File: config.mk
export PLATFORM = sky130hd
export DESIGN_NAME = dma_top
export DESIGN_NICKNAME = d
export VERILOG_FILES = /design/src/logic/dma_pkg.sv /design/src/logic/dma_if.sv /design/src/logic/dma_sequencer.sv /design/src/logic/dma_top.sv /design/src/logic/ext_read_port.sv /design/src/logic/layer_regs.sv /design/src/logic/out_port.sv /design/src/logic/tile_addr_gen.sv
export SDC_FILE = /design/constraint.sdc
export NUM_CORES = 2
export LEC_CHECK = 0
export BUFFER_PORTS_ARGS = -buffer_cell sky130_fd_sc_hd__buf_2
export CORE_MARGIN = 8
export CORE_UTILIZATION = 25
export CTS_BUF_LIST = sky130_fd_sc_hd__clkbuf_16
export DETAILED_ROUTE_END_ITERATION = 6
export HOLD_SLACK_MARGIN = 0.06
export PLACE_DENSITY = 0.38
export SETUP_SLACK_MARGIN = 0.3
export SYNTH_ARGS = -nofsm -noshare
export SYNTH_HDL_FRONTEND = slang
export SYNTH_SLANG_ARGS = --single-unit
File: constraint.sdc
create_clock -name clk -period 12 [get_ports clk]
set_input_delay 3 -clock clk [delete_from_list [all_inputs] [get_ports clk]]
set_output_delay 3 -clock clk [all_outputs]
set_load 0.05 [all_outputs]
File: src/logic/dma_pkg.sv
// Four-word layer descriptor, fixed at external addresses 0 to 3
// Opcodes 2 to 4 and any other code outside op_e are treated as no-ops
package dma_pkg;

	typedef logic [31:0] addr_t; // External or buffer word address
	typedef logic [31:0] word_t; // Data word
	typedef logic [7:0]  dim_t;  // Spatial size or 1-based index
	typedef logic [10:0] chan_t; // Channel count or 1-based index

	// Operation codes kept from the accelerator command set
	typedef enum logic [2:0] {
		OP_LOAD_DESC = 3'd0,
		OP_FILL_IFM  = 3'd1,
		OP_FLUSH_OFM = 3'd5
	} op_e;

	// Commands from sequencer to the output pipeline
	typedef enum logic [1:0] {
		CMD_NONE      = 2'd0,
		CMD_IFM_WRITE = 2'd1, // Buffer write of one input pixel
		CMD_OFM_READ  = 2'd2  // Buffer read, then external write
	} cmd_e;

	localparam int DESC_WORDS = 4;

	// Word index inside the descriptor
	localparam logic [1:0] DESC_DIM_IDX  = 2'd0;
	localparam logic [1:0] DESC_CHAN_IDX = 2'd1;
	localparam logic [1:0] DESC_IFM_IDX  = 2'd2;
	localparam logic [1:0] DESC_OFM_IDX  = 2'd3;

	// Field positions in word 0
	localparam int DESC_NIX_LSB    = 0;
	localparam int DESC_NIY_LSB    = 8;
	localparam int DESC_STRIDE_BIT = 16;

	// Field positions in word 1
	localparam int DESC_NIF_LSB = 0;
	localparam int DESC_NOF_LSB = 12;

endpackage

File: src/logic/dma_if.sv
// Read channel allows one request in flight, rd_start waits for rd_done
// Output command channel has no back-pressure, one command per cycle
`timescale 1ns/1ps

interface rd_if;
	logic           rd_start; // One-cycle start of a pixel or word read
	logic           rd_pad;   // Halo pixel, returns zero without a request
	dma_pkg::addr_t rd_addr;  // External word address
	logic           rd_done;  // rd_data valid in this cycle
	dma_pkg::word_t rd_data;

	modport seq (
		output rd_start, rd_pad, rd_addr,
		input  rd_done, rd_data
	);
	modport port (
		input  rd_start, rd_pad, rd_addr,
		output rd_done, rd_data
	);
endinterface

interface out_if;
	dma_pkg::cmd_e  cmd;          // CMD_NONE when idle
	dma_pkg::addr_t cmd_buf_addr; // Tile buffer address
	dma_pkg::addr_t cmd_ext_addr; // External address, flush only
	dma_pkg::word_t cmd_data;     // Pixel for an input buffer write

	modport seq (
		output cmd, cmd_buf_addr, cmd_ext_addr, cmd_data
	);
	modport port (
		input  cmd, cmd_buf_addr, cmd_ext_addr, cmd_data
	);
endinterface

File: src/logic/dma_sequencer.sv
// One operation at a time, s_op_i only sampled in IDLE
// Fill waits on each read, flush issues one buffer read per cycle
`timescale 1ns/1ps

module dma_sequencer #(
	parameter int TILE_X = 6,
	parameter int TILE_Y = 6,
	parameter int KERNEL = 3
) (
	input  logic           clk,
	input  logic           rst,
	input  logic           s_op_i,
	input  dma_pkg::op_e   op_i,
	input  dma_pkg::dim_t  tx_i,
	input  dma_pkg::dim_t  ty_i,
	output logic           e_op_o,
	rd_if.seq              rd,
	out_if.seq             oc,
	output logic           desc_we_o,
	output logic [1:0]     desc_idx_o,
	input  dma_pkg::chan_t nif_i,
	input  dma_pkg::chan_t nof_i,
	input  dma_pkg::dim_t  niy_i,
	input  dma_pkg::dim_t  nix_i,
	input  dma_pkg::dim_t  nox_i,
	input  dma_pkg::dim_t  noy_i,
	input  logic           stride_i,
	input  dma_pkg::addr_t ifm_base_i,
	input  dma_pkg::addr_t ofm_base_i,
	input  dma_pkg::addr_t ifm_chan_size_i,
	input  dma_pkg::addr_t ofm_chan_size_i
);

	localparam int HALO = KERNEL >> 1;

	typedef enum logic [2:0] {IDLE, DESC_RD, FILL_RD, FILL_WR, FLUSH, DRAIN, DONE} seq_state_e;

	seq_state_e     state_q;
	dma_pkg::op_e   mode_q;
	dma_pkg::dim_t  x_q, y_q, tx_q, ty_q; // Tile and map positions
	dma_pkg::dim_t  tx0_q, ty0_q;         // Tile origin in the map
	dma_pkg::chan_t f_q;
	logic [1:0]     idx_q;                // Descriptor word
	logic [1:0]     drain_q;
	logic           issue_q;              // Start pulse for the next read
	dma_pkg::word_t data_q;               // Pixel waiting for its buffer write

	logic           fill, row_end, col_end, last;
	dma_pkg::dim_t  tox, toy;
	dma_pkg::dim_t  x_nx, y_nx, tx_nx, ty_nx;
	dma_pkg::chan_t f_nx;
	logic           pad;
	dma_pkg::addr_t gen_ext_addr, gen_buf_addr;

	tile_addr_gen #(.TILE_X(TILE_X), .TILE_Y(TILE_Y)) u_addr (
		.mode_i(mode_q), .x_i(x_q), .y_i(y_q), .f_i(f_q), .tx_i(tx_q), .ty_i(ty_q),
		.nix_i(nix_i), .niy_i(niy_i), .nox_i(nox_i), .stride_i(stride_i),
		.ifm_base_i(ifm_base_i), .ofm_base_i(ofm_base_i),
		.ifm_chan_size_i(ifm_chan_size_i), .ofm_chan_size_i(ofm_chan_size_i),
		.pad_o(pad), .ext_addr_o(gen_ext_addr), .buf_addr_o(gen_buf_addr)
	);

	// Loop bounds and next counter values
	always_comb begin
		fill = (mode_q == dma_pkg::OP_FILL_IFM);
		tox  = dma_pkg::dim_t'(TILE_X) >> stride_i;
		toy  = dma_pkg::dim_t'(TILE_Y) >> stride_i;
		if (fill) begin // Stop at tile edge or past the halo
			row_end = (x_q == dma_pkg::dim_t'(TILE_X)) || (tx_q == nix_i + dma_pkg::dim_t'(HALO));
			col_end = (y_q == dma_pkg::dim_t'(TILE_Y)) || (ty_q == niy_i + dma_pkg::dim_t'(HALO));
			last    = row_end && col_end && (f_q == nif_i);
		end else begin
			row_end = (x_q == tox) || (tx_q == nox_i);
			col_end = (y_q == toy) || (ty_q == noy_i);
			last    = row_end && col_end && (f_q == nof_i);
		end

		x_nx  = x_q + 8'd1;
		tx_nx = tx_q + 8'd1;
		y_nx  = y_q;
		ty_nx = ty_q;
		f_nx  = f_q;
		if (row_end) begin // Back to the tile's first column
			x_nx  = 8'd1;
			tx_nx = tx0_q;
			y_nx  = y_q + 8'd1;
			ty_nx = ty_q + 8'd1;
			if (col_end) begin // Next channel plane
				y_nx  = 8'd1;
				ty_nx = ty0_q;
				f_nx  = f_q + 11'd1;
			end
		end
	end

	always_ff @(posedge clk, posedge rst) begin
		if (rst) begin
			state_q <= IDLE;
			mode_q  <= dma_pkg::OP_LOAD_DESC;
			x_q     <= '0;
			y_q     <= '0;
			tx_q    <= '0;
			ty_q    <= '0;
			tx0_q   <= '0;
			ty0_q   <= '0;
			f_q     <= '0;
			idx_q   <= '0;
			drain_q <= '0;
			issue_q <= 1'b0;
		end else begin
			issue_q <= 1'b0;
			case (state_q)
				IDLE: if (s_op_i) begin
					mode_q <= op_i;
					x_q    <= 8'd1;
					y_q    <= 8'd1;
					f_q    <= 11'd1;
					tx_q   <= tx_i;
					ty_q   <= ty_i;
					tx0_q  <= tx_i;
					ty0_q  <= ty_i;
					idx_q  <= '0;
					case (op_i)
						dma_pkg::OP_LOAD_DESC: begin
							state_q <= DESC_RD;
							issue_q <= 1'b1;
						end
						dma_pkg::OP_FILL_IFM: begin
							state_q <= FILL_RD;
							issue_q <= 1'b1;
						end
						dma_pkg::OP_FLUSH_OFM: state_q <= FLUSH;
						default: state_q <= IDLE; // Dropped opcodes
					endcase
				end
				DESC_RD: if (rd.rd_done) begin
					if (idx_q == 2'(dma_pkg::DESC_WORDS - 1)) begin
						state_q <= DONE;
					end else begin
						idx_q   <= idx_q + 2'd1;
						issue_q <= 1'b1;
					end
				end
				FILL_RD: if (rd.rd_done) state_q <= FILL_WR;
				FILL_WR: begin // Write command goes out this cycle
					x_q  <= x_nx;
					y_q  <= y_nx;
					tx_q <= tx_nx;
					ty_q <= ty_nx;
					f_q  <= f_nx;
					if (last) begin
						state_q <= DONE;
					end else begin
						state_q <= FILL_RD;
						issue_q <= 1'b1;
					end
				end
				FLUSH: begin
					x_q  <= x_nx;
					y_q  <= y_nx;
					tx_q <= tx_nx;
					ty_q <= ty_nx;
					f_q  <= f_nx;
					if (last) begin
						state_q <= DRAIN;
						drain_q <= '0;
					end
				end
				DRAIN: begin // Cover the three-stage out_port pipeline
					drain_q <= drain_q + 2'd1;
					if (drain_q == 2'd2)
						state_q <= DONE;
				end
				DONE:    state_q <= IDLE;
				default: state_q <= IDLE;
			endcase
		end
	end

	always_ff @(posedge clk) begin
		if (state_q == FILL_RD && rd.rd_done)
			data_q <= rd.rd_data;
	end

	assign rd.rd_start = issue_q;
	assign rd.rd_pad   = (state_q == FILL_RD) && pad;
	assign rd.rd_addr  = (state_q == DESC_RD) ? dma_pkg::addr_t'(idx_q) : gen_ext_addr;

	assign desc_we_o  = (state_q == DESC_RD) && rd.rd_done;
	assign desc_idx_o = idx_q;

	always_comb begin
		case (state_q)
			FILL_WR: oc.cmd = dma_pkg::CMD_IFM_WRITE;
			FLUSH:   oc.cmd = dma_pkg::CMD_OFM_READ;
			default: oc.cmd = dma_pkg::CMD_NONE;
		endcase
	end
	assign oc.cmd_buf_addr = gen_buf_addr;
	assign oc.cmd_ext_addr = gen_ext_addr;
	assign oc.cmd_data     = data_q;

	assign e_op_o = (state_q == DONE);

endmodule

File: src/logic/dma_top.sv
// Tile DMA with plain strobes, no acknowledge on writes
// ext_addr_o is shared by reads and flush writes, which never overlap
`timescale 1ns/1ps

module dma_top #(
	parameter int TILE_X = 6, // Input tile width with halo
	parameter int TILE_Y = 6,
	parameter int KERNEL = 3
) (
	input  logic           clk,
	input  logic           rst,
	input  logic           s_op_i,
	input  dma_pkg::op_e   op_i,
	input  dma_pkg::dim_t  tx_i,
	input  dma_pkg::dim_t  ty_i,
	output logic           e_op_o,
	output logic           ext_req_o,
	input  logic           ext_valid_i,
	input  dma_pkg::word_t ext_rdata_i,
	output dma_pkg::addr_t ext_addr_o,
	output logic           ext_we_o,
	output dma_pkg::word_t ext_wdata_o,
	output logic           ifm_we_o,
	output logic           ofm_re_o,
	output dma_pkg::addr_t buf_addr_o,
	output dma_pkg::word_t buf_wdata_o,
	input  dma_pkg::word_t ofm_rdata_i,
	output dma_pkg::dim_t  nix_o,
	output dma_pkg::dim_t  niy_o,
	output dma_pkg::chan_t nif_o,
	output dma_pkg::chan_t nof_o,
	output logic           stride_o
);

	rd_if  rd_bus ();
	out_if oc_bus ();

	dma_pkg::addr_t rp_ext_addr, op_ext_addr; // Read and write address sources
	logic           desc_we;
	logic [1:0]     desc_idx;
	dma_pkg::dim_t  nox, noy;
	dma_pkg::addr_t ifm_base, ofm_base, ifm_chan_size, ofm_chan_size;

	ext_read_port u_rd (
		.clk(clk), .rst(rst), .rd(rd_bus.port),
		.ext_req_o(ext_req_o), .ext_valid_i(ext_valid_i),
		.ext_rdata_i(ext_rdata_i), .ext_addr_o(rp_ext_addr)
	);

	// Descriptor words come straight off the read channel
	layer_regs u_regs (
		.clk(clk), .rst(rst), .desc_we_i(desc_we), .desc_idx_i(desc_idx),
		.desc_word_i(rd_bus.rd_data),
		.nix_o(nix_o), .niy_o(niy_o), .nif_o(nif_o), .nof_o(nof_o), .stride_o(stride_o),
		.nox_o(nox), .noy_o(noy), .ifm_base_o(ifm_base), .ofm_base_o(ofm_base),
		.ifm_chan_size_o(ifm_chan_size), .ofm_chan_size_o(ofm_chan_size)
	);

	dma_sequencer #(.TILE_X(TILE_X), .TILE_Y(TILE_Y), .KERNEL(KERNEL)) u_seq (
		.clk(clk), .rst(rst), .s_op_i(s_op_i), .op_i(op_i), .tx_i(tx_i), .ty_i(ty_i),
		.e_op_o(e_op_o), .rd(rd_bus.seq), .oc(oc_bus.seq),
		.desc_we_o(desc_we), .desc_idx_o(desc_idx),
		.nif_i(nif_o), .nof_i(nof_o), .niy_i(niy_o), .nix_i(nix_o),
		.nox_i(nox), .noy_i(noy), .stride_i(stride_o),
		.ifm_base_i(ifm_base), .ofm_base_i(ofm_base),
		.ifm_chan_size_i(ifm_chan_size), .ofm_chan_size_i(ofm_chan_size)
	);

	out_port u_out (
		.clk(clk), .rst(rst), .oc(oc_bus.port),
		.ifm_we_o(ifm_we_o), .ofm_re_o(ofm_re_o),
		.buf_addr_o(buf_addr_o), .buf_wdata_o(buf_wdata_o), .ofm_rdata_i(ofm_rdata_i),
		.ext_we_o(ext_we_o), .ext_addr_o(op_ext_addr), .ext_wdata_o(ext_wdata_o)
	);

	assign ext_addr_o = ext_we_o ? op_ext_addr : rp_ext_addr; // Write wins only while strobed

endmodule

File: src/logic/ext_read_port.sv
// Single outstanding external read, ext_addr_o held until ext_valid_i
// Padded reads finish next cycle with zero data and never touch memory
`timescale 1ns/1ps

module ext_read_port (
	input  logic           clk,
	input  logic           rst,
	rd_if.port             rd,
	output logic           ext_req_o,
	input  logic           ext_valid_i,
	input  dma_pkg::word_t ext_rdata_i,
	output dma_pkg::addr_t ext_addr_o
);

	typedef enum logic {RP_IDLE, RP_WAIT} rp_state_e;

	rp_state_e      state_q;
	logic           req_q;  // Request pulse
	logic           done_q; // Completion pulse to sequencer
	dma_pkg::addr_t addr_q;
	dma_pkg::word_t data_q;

	always_ff @(posedge clk, posedge rst) begin
		if (rst) begin
			state_q <= RP_IDLE;
			req_q   <= 1'b0;
			done_q  <= 1'b0;
		end else begin
			req_q  <= 1'b0; // Both strobes last one cycle
			done_q <= 1'b0;
			case (state_q)
				RP_IDLE: if (rd.rd_start) begin
					if (rd.rd_pad) begin
						done_q <= 1'b1; // Halo pixel, answer at once
					end else begin
						req_q   <= 1'b1;
						state_q <= RP_WAIT;
					end
				end
				RP_WAIT: if (ext_valid_i) begin // Valid may share the request cycle
					done_q  <= 1'b1;
					state_q <= RP_IDLE;
				end
				default: state_q <= RP_IDLE;
			endcase
		end
	end

	always_ff @(posedge clk) begin
		if (state_q == RP_IDLE && rd.rd_start) begin
			data_q <= '0; // Zero for halo, overwritten on a real read
			if (!rd.rd_pad)
				addr_q <= rd.rd_addr; // Address stays put while waiting
		end else if (state_q == RP_WAIT && ext_valid_i) begin
			data_q <= ext_rdata_i;
		end
	end

	assign ext_req_o  = req_q;
	assign ext_addr_o = addr_q;
	assign rd.rd_done = done_q;
	assign rd.rd_data = data_q;

endmodule

File: src/logic/layer_regs.sv
// Layer registers load one cycle after the descriptor word strobe
// Channel size products lag the dimensions by one more cycle
`timescale 1ns/1ps

module layer_regs (
	input  logic           clk,
	input  logic           rst,
	input  logic           desc_we_i,
	input  logic [1:0]     desc_idx_i,
	input  dma_pkg::word_t desc_word_i,
	output dma_pkg::dim_t  nix_o,
	output dma_pkg::dim_t  niy_o,
	output dma_pkg::chan_t nif_o,
	output dma_pkg::chan_t nof_o,
	output logic           stride_o,
	output dma_pkg::dim_t  nox_o,
	output dma_pkg::dim_t  noy_o,
	output dma_pkg::addr_t ifm_base_o,
	output dma_pkg::addr_t ofm_base_o,
	output dma_pkg::addr_t ifm_chan_size_o,
	output dma_pkg::addr_t ofm_chan_size_o
);

	always_ff @(posedge clk, posedge rst) begin
		if (rst) begin
			nix_o      <= '0;
			niy_o      <= '0;
			stride_o   <= 1'b0;
			nif_o      <= '0;
			nof_o      <= '0;
			ifm_base_o <= '0;
			ofm_base_o <= '0;
		end else if (desc_we_i) begin
			case (desc_idx_i)
				dma_pkg::DESC_DIM_IDX: begin
					nix_o    <= desc_word_i[dma_pkg::DESC_NIX_LSB +: 8];
					niy_o    <= desc_word_i[dma_pkg::DESC_NIY_LSB +: 8];
					stride_o <= desc_word_i[dma_pkg::DESC_STRIDE_BIT];
				end
				dma_pkg::DESC_CHAN_IDX: begin
					nif_o <= desc_word_i[dma_pkg::DESC_NIF_LSB +: 11];
					nof_o <= desc_word_i[dma_pkg::DESC_NOF_LSB +: 11];
				end
				dma_pkg::DESC_IFM_IDX: ifm_base_o <= desc_word_i;
				dma_pkg::DESC_OFM_IDX: ofm_base_o <= desc_word_i;
				default: ;
			endcase
		end
	end

	// Stride 1 halves the output map
	assign nox_o = nix_o >> stride_o;
	assign noy_o = niy_o >> stride_o;

	// Words per channel plane, registered to keep multipliers off the address path
	always_ff @(posedge clk, posedge rst) begin
		if (rst) begin
			ifm_chan_size_o <= '0;
			ofm_chan_size_o <= '0;
		end else begin
			ifm_chan_size_o <= dma_pkg::addr_t'(nix_o) * dma_pkg::addr_t'(niy_o);
			ofm_chan_size_o <= dma_pkg::addr_t'(nox_o) * dma_pkg::addr_t'(noy_o);
		end
	end

endmodule

File: src/logic/out_port.sv
// Output buffer assumed to have exactly one cycle of read latency
// Fill writes and flush reads share buf_addr_o, never in the same cycle
`timescale 1ns/1ps

module out_port (
	input  logic           clk,
	input  logic           rst,
	out_if.port            oc,
	output logic           ifm_we_o,
	output logic           ofm_re_o,
	output dma_pkg::addr_t buf_addr_o,
	output dma_pkg::word_t buf_wdata_o,
	input  dma_pkg::word_t ofm_rdata_i,
	output logic           ext_we_o,
	output dma_pkg::addr_t ext_addr_o,
	output dma_pkg::word_t ext_wdata_o
);

	logic           rd_pend_q;            // Buffer data arrives this cycle
	dma_pkg::addr_t ext_addr1_q, ext_addr2_q; // External address riding along

	always_ff @(posedge clk, posedge rst) begin
		if (rst) begin
			ifm_we_o  <= 1'b0;
			ofm_re_o  <= 1'b0;
			rd_pend_q <= 1'b0;
			ext_we_o  <= 1'b0;
		end else begin
			ifm_we_o  <= (oc.cmd == dma_pkg::CMD_IFM_WRITE); // Stage 1
			ofm_re_o  <= (oc.cmd == dma_pkg::CMD_OFM_READ);
			rd_pend_q <= ofm_re_o;                           // Stage 2
			ext_we_o  <= rd_pend_q;                          // Stage 3
		end
	end

	always_ff @(posedge clk) begin
		buf_addr_o  <= oc.cmd_buf_addr;
		buf_wdata_o <= oc.cmd_data;
		ext_addr1_q <= oc.cmd_ext_addr;
		ext_addr2_q <= ext_addr1_q;
		ext_addr_o  <= ext_addr2_q;
		ext_wdata_o <= ofm_rdata_i; // Capture read data with its address
	end

endmodule

File: src/logic/tile_addr_gen.sv
// Pure address arithmetic, all counters 1-based, tx or ty of 0 is padding
// Flush tiles are TILE_X by TILE_Y shifted right by the stride
`timescale 1ns/1ps

module tile_addr_gen #(
	parameter int TILE_X = 6,
	parameter int TILE_Y = 6
) (
	input  dma_pkg::op_e   mode_i,
	input  dma_pkg::dim_t  x_i,
	input  dma_pkg::dim_t  y_i,
	input  dma_pkg::chan_t f_i,
	input  dma_pkg::dim_t  tx_i,
	input  dma_pkg::dim_t  ty_i,
	input  dma_pkg::dim_t  nix_i,
	input  dma_pkg::dim_t  niy_i,
	input  dma_pkg::dim_t  nox_i,
	input  logic           stride_i,
	input  dma_pkg::addr_t ifm_base_i,
	input  dma_pkg::addr_t ofm_base_i,
	input  dma_pkg::addr_t ifm_chan_size_i,
	input  dma_pkg::addr_t ofm_chan_size_i,
	output logic           pad_o,
	output dma_pkg::addr_t ext_addr_o,
	output dma_pkg::addr_t buf_addr_o
);

	logic           fill;
	dma_pkg::addr_t tile_w, tile_h; // Buffer tile size for this mode
	dma_pkg::addr_t row_len;        // Map row length in external memory
	dma_pkg::addr_t f_off, x_off, y_off, tx_off, ty_off; // Zero-based offsets

	always_comb begin
		fill = (mode_i == dma_pkg::OP_FILL_IFM);
		if (fill) begin
			tile_w  = dma_pkg::addr_t'(TILE_X);
			tile_h  = dma_pkg::addr_t'(TILE_Y);
			row_len = dma_pkg::addr_t'(nix_i);
		end else begin
			tile_w  = dma_pkg::addr_t'(TILE_X) >> stride_i;
			tile_h  = dma_pkg::addr_t'(TILE_Y) >> stride_i;
			row_len = dma_pkg::addr_t'(nox_i);
		end

		f_off  = dma_pkg::addr_t'(f_i) - 32'd1;
		x_off  = dma_pkg::addr_t'(x_i) - 32'd1;
		y_off  = dma_pkg::addr_t'(y_i) - 32'd1;
		tx_off = dma_pkg::addr_t'(tx_i) - 32'd1; // Garbage on halo, unused then
		ty_off = dma_pkg::addr_t'(ty_i) - 32'd1;

		// Channel planes packed back to back in the buffer
		buf_addr_o = f_off * tile_w * tile_h + y_off * tile_w + x_off;

		if (fill)
			ext_addr_o = ifm_base_i + f_off * ifm_chan_size_i + ty_off * row_len + tx_off;
		else
			ext_addr_o = ofm_base_i + f_off * ofm_chan_size_i + ty_off * row_len + tx_off;

		// Outside the map on any side, fill only
		pad_o = fill && (tx_i == '0 || ty_i == '0 || tx_i > nix_i || ty_i > niy_i);
	end

endmodule

Yosys cells after proc, flatten, opt, wreduce, memory -nomap -nowiden:

Index checks and enable logic that the tools add are counted.

* register bits after elaboration: 500
* input bits: 87

* add/subtract/negate cells: 22
* multiply operators: 8
* order comparisons: 2
* eq/ne operators: 34
* shift operators: 4
* muxes and demuxes: 56
* bitwise logic cells: 2
* reductions and logical operators: 39

Operators by type and width (number)
* 32-bit adder: 8
* 32-bit 2-to-1 mux: 3
* 8-bit 2-to-1 mux: 10
* 8-bit one-hot mux with 2 select lines: 4
* 12-bit by 17-bit multiplier with 29-bit output: 2
* 8-bit by 1-bit adder with 8-bit output (second input constant): 6
* 8-bit == test: 6
* 8-bit by 1-bit subtractor with 9-bit output (second input constant): 4
* 11-bit 2-to-1 mux: 3
* 12-bit by 32-bit multiplier with 32-bit output: 1
* 32-bit by 32-bit multiplier with 32-bit output: 1
* 8-bit by 8-bit multiplier with 16-bit output: 2
* 9-bit by 32-bit multiplier with 32-bit output: 1
* 3-bit by 1-bit >> shifter with 32-bit output (first input constant): 1
* 11-bit == test: 2
* 11-bit one-hot mux with 2 select lines: 1
* 3-bit 2-to-1 mux: 7
* 9-bit by 9-bit multiplier with 18-bit output: 1
* 3-bit one-hot mux with 6 select lines: 1
* 8-bit by 3-bit == test with 1-bit output (second input constant): 2
* 8-bit > comparator: 2
* 8-bit zero test: 2
* 2-bit AND reduction: 8
* 8-bit by 1-bit >> shifter with 8-bit output: 2
* 27 further kinds: 87

Longest topological paths before layout:

* word-level depth: 9
* mapped depth: 51
* depth with buffers taken out: 49

By module:

Synthesis repeated with hierarchy kept, for this count alone.

* cells, all modules: 5992
* area total of the unflattened synthesis: 58421.0 µm²

By module, submodules not included
* tile_addr_gen: times used 1, cells each 4151, area each 36236.0 µm², seq. area each 0.0 µm²
* layer_regs: times used 1, cells each 828, area each 9288.9 µm², seq. area each 3378.2 µm²
* dma_sequencer: times used 1, cells each 664, area each 6294.8 µm², seq. area each 2712.6 µm²
* out_port: times used 1, cells each 199, area each 3962.6 µm², seq. area each 3943.8 µm²
* ext_read_port: times used 1, cells each 114, area each 2094.5 µm², seq. area each 1676.6 µm²
* dma_top: times used 1, cells each 36, area each 544.3 µm², seq. area each 0.0 µm²

Worst setup path after synthesis:

No wires, ideal clock.

* kind: reg-to-reg
* from: register u_regs.stride_o
* to: register u_rd.addr_q[31], in the netlist u_rd.ext_addr_o[31], data pin
* setup time: 0.277 ns
* arrival: 11.135 ns
* path slack: 0.588 ns
* cell stages (with the launch flop): 33
* buffers on the path: 3
* period minus slack after synthesis: 11.412 ns
* cells stage by stage: dfrtp_1 buf_6 buf_2 buf_2 mux2i_1 a21oi_1 and3_1 fa_1 fa_1 inv_1 fa_1 fa_1 inv_1 ha_1 and3_1 nand4_1 a31oi_1 a21o_1 a21oi_1 xnor2_1 inv_1 fa_1 ha_1 a21o_1 a21o_1 a21oi_1 o21bai_1 a32oi_1 a21oi_1 nor3b_2 nor3_1 a2111oi_0 o211ai_1

* longest elaborated chain between the ends: 6

Ends and longest elaborated chain
* from (decl): RTL line layer_regs.sv:15 `output logic stride_o,`
* from (signal assigned): RTL line layer_regs.sv:38 `stride_o <= desc_word_i[dma_pkg::DESC_STRIDE_BIT];`
* 8-bit by 1-bit >> shifter with 8-bit output (*): RTL line layer_regs.sv:52 `assign nox_o = nix_o >> stride_o;`
* 8-bit 2-to-1 mux (*): RTL line tile_addr_gen.sv:35 `if (fill) begin`
* 9-bit by 9-bit multiplier with 18-bit output (*): RTL line tile_addr_gen.sv:55, tile_addr_gen.sv:57
* 32-bit adder, on equally long branches (2 in series): RTL line tile_addr_gen.sv:57, tile_addr_gen.sv:55
* 32-bit 2-to-1 mux (*): RTL line tile_addr_gen.sv:54 `if (fill)`
* to (signal assigned): RTL line ext_read_port.sv:53 `addr_q <= rd.rd_addr;`
* to (decl): RTL line ext_read_port.sv:20 `dma_pkg::addr_t addr_q;`

Every way passes the cells marked *; elsewhere a longest branch is shown, timed or not.
A chain may end at the register's enable or synchronous reset.

Worst setup path after layout:

* from: register u_seq.f_q[0]
* to: register u_out.buf_addr_o[31]

* longest elaborated chain between the ends: 5

Ends and longest elaborated chain
* from (decl): RTL line dma_sequencer.sv:42 `dma_pkg::chan_t f_q;`
* from (signal assigned): RTL line dma_sequencer.sv:150 `f_q <= f_nx;`
* from (signal assigned): RTL line dma_sequencer.sv:163 `f_q <= f_nx;`
* 11-bit by 1-bit subtractor with 12-bit output: RTL line tile_addr_gen.sv:45 `f_off = dma_pkg::addr_t'(f_i) - 32'd1;`
* 12-bit by 32-bit multiplier with 32-bit output: RTL line tile_addr_gen.sv:52 `buf_addr_o = f_off * tile_w * tile_h + y_off * tile_w + x_off;`
* 32-bit by 32-bit multiplier with 32-bit output: RTL line tile_addr_gen.sv:52
* 32-bit adder (2 in series): RTL line tile_addr_gen.sv:52
* via oc_bus.cmd_buf_addr[31]: RTL line dma_if.sv:24 `dma_pkg::addr_t cmd_buf_addr;`
* to (signal assigned): RTL line out_port.sv:37 `buf_addr_o <= oc.cmd_buf_addr;`
* to (decl): RTL line out_port.sv:11 `output dma_pkg::addr_t buf_addr_o,`

The timed path passes the listed nets, and every way through them passes these cells.

==> run metrics <==
DR pass1 iterations 5; IO Pins 259; Final Non-Filler Cells 8640; Die H 476.1 um; clk root buf clkbuf_16; Synth cell types 95; DR vias 37960; CP dominant cell by count ha_1; RSZ-0062 raised after global routing yes; Gate Count Post-Synth 5547; top_reg_cell synth dfxtp_1; post-synthesis sequential area ratio 22.13%; Min Hold Slack 0.3186 ns; Max Slew Vio Count 0; CTS max path bufs 3; GPL Wtd Cong 0.8321; Final #Nets 7168; measured slew at the worst slew-check pin 1.372 ns; number of synthesized register bits 500; Post-Syn Nets 6954; synth warn 0; Async S/R FF share, synth 42.40%; Post-CTS Hold Buffers 0; Crit. Startpoint u_seq.f_q[0]; Slowest Stage Delay on Critical Path 0.53 ns; crit path launch type flip-flop; antenna-violating nets left 0; Crit Reg-Reg Endpoint u_out.buf_addr_o[31]; critical path arrival 11.71 ns; layout cells sized above 1 11.75%; critical path endpoint category flip-flop; crit path time final 11.09 ns; cells on worst reg2reg path 48; core box area 211200 um^2; Avg Inst Size Synth 9.540 um^2; # H-tree levels 3; Reg area 11710 um^2; compound-gate portion of the synthesized area 7.609%; Initial Util 25.05%; CTS tree built; hold path start u_out.ext_addr2_q[24]; clk sinks 500; Area growth syn-to-layout 13.32%; post-synthesis adder-cell area fraction 40.42%; EDFF count, synth 64; Max Cap Violations 0; Post-Route WL 168100 um; CP endpoint u_out.buf_addr_o[31]; kind of critical path reg2reg; setup TNS 0 ns; run status completed; R2R Setup Slk 0.91 ns; die width 476.1 um; DRC viols 0; GRT Total Usage 14.67%; Worst-Skew Late Latency 0.70 ns; total gr overflow 0; initial DRC count 1708; DP HPWL 135900 um; Slew HR 7.659%; WL/cell 19.46 um; Vias/cell 4.394; FP Rows 169; initial antenna violation count 9; Filler Cells Inserted 22450; post-CTS setup buffers 0; number of port buffers 258; mux cell area share after synthesis 3.514%; Layout Cell Area excl Fill 59960 um^2; CTS Buf Count 68; main combinational cell family by area after synthesis adder cells; cts repair resizes 0; final setup fails 0; vias in the first global route 40000; largest net degree at the start of global routing 88; FMAX 90.17 MHz; Hold Crit Class reg2reg; CP Max Fanout 4; area of the die 226600 um^2; first-pass GRT wire length 253700 um; reg2reg start u_seq.f_q[0]; cell area after synthesis 52920 um^2; Final Hold Viols 0; Synth Area in Simple Gates 12.80%; dpl cells 8512; Post-DP Area 57750 um^2; footprint of the multi-input gates 36880 um^2; WP data required 12.62 ns; Layout Skew 0.05085 ns; Synth Area in XOR/XNOR 5.008%; fin crit share 92.42%; critical path's slowest cell fa_1; CTS clk-pin slew, worst paths 0.06 ns
-- per-layer routing --
layer	wire length [um]	part of all wire (%)	track usage, %	up-vias
met1	78830	47	20.07	19150
li1	-	-	-	18140
met5	0	0	0	-
met2	79520	47	24.67	535
met4	3356	2.0	3.331	0
met3	6397	3.8	2.014	139
-- metrics by stage --
step,setup slack [ns],utilization [%]
6_report,0.9094,28.39
5_1_grt,0.2090,28.38
4_1_cts,0.5787,28.36
3_5_place_dp,0.6397,27.34
3_3_place_gp,0.7103,27.34
2_1_floorplan,0.5877,-
-- area by class of cell --
type                            instances  area share (%)
Clock inverter                         56          0.7637
Multi-Input combinational cell       3858           61.50
Timing Repair Buffer                  348           3.286
Antenna cell                            4         0.01669
Inverter                              985           6.178
Sequential cell                       500           19.53
Tap cell                             2821           5.886
Clock buffer                           68           2.838
-- worst max-delay path: cells and delay by family (launching register included) --
family / cells / cell delay [ns]
AOI/OAI and AO/OA: 12 / 2.46
adders and majority gates: 17 / 5.81
and+or+nand+nor: 8 / 1.47
xor gates and xnor gates: 3 / 0.44
DFF: 1 / 0.39
buffers and inverters: 8 / 0.44
-- cells by family after synthesis --
| group | count (synthesis) |
|---|---|
| adders and majority gates | 1320 |
| other | 1 |
| AOI/OAI and AO/OA | 628 |
| and+or+nand+nor | 1443 |
| xor gates and xnor gates | 300 |
| DFF | 500 |
| muxes | 166 |
| buffers and inverters | 1189 |
-- worst min path at each step --
stage | slack, ns | depth (start not counted) | endpoint
floorplan | 0.31 | 0 | u_out.ext_addr2_q[0]
global placement | 0.31 | 0 | u_out.ext_addr2_q[29]
detailed placement | 0.31 | 0 | u_out.ext_addr2_q[19]
CTS | 0.32 | 0 | u_out.ext_addr_o[24]
global route | 0.33 | 0 | u_out.ext_addr_o[24]
finish | 0.32 | 0 | u_out.ext_addr_o[24]
-- synth_stat cells, drive strengths merged, types with 6 or more instances --
cell / number / share of area, %
mux2i: 27 / 0.56
dfrtp: 212 / 10
o211ai: 28 / 0.41
nand3: 65 / 0.62
nor4: 26 / 0.33
a21oi: 207 / 2.0
a211o: 6 / 0.099
ha: 671 / 16
xor2: 108 / 1.8
o21a: 37 / 0.52
nor2: 307 / 2.2
clkbuf: 162 / 1.1
o311ai: 6 / 0.099
nor2b: 33 / 0.39
buf: 42 / 0.38
edfxtp: 64 / 3.6
nor3: 64 / 0.61
o31ai: 11 / 0.16
fa: 649 / 25
o21ai: 117 / 1.1
or4: 8 / 0.11
nand2b: 58 / 0.69
and3: 33 / 0.39
nand2: 570 / 4.0
nand4: 20 / 0.24
or3: 22 / 0.26
or2: 40 / 0.47
a22o: 6 / 0.099
a21boi: 7 / 0.099
mux2: 139 / 3.0
nor3b: 11 / 0.17
xnor2: 192 / 3.2
o22ai: 8 / 0.095
a21o: 67 / 0.95
and2: 167 / 2.0
inv: 982 / 7.0
o21bai: 24 / 0.34
a211oi: 24 / 0.34
dfxtp: 224 / 8.5
a31oi: 26 / 0.31
-- cells in the final DEF (no fill, tap or decap), drive strengths merged, types with 64 or more instances in the layout --
master     n
inv     1002
ha       671
fa       649
nand2    570
buf      348
nor2     307
dfxtp    224
dfrtp    212
a21oi    207
xnor2    192
and2     167
mux2     139
o21ai    117
xor2     108
clkbuf    68
a21o      67
nand3     65
edfxtp    64
nor3      64
Power is left out: the tool's default activity adds up to more than one toggle a clock period on the data nets, which glitch-free logic cannot reach.
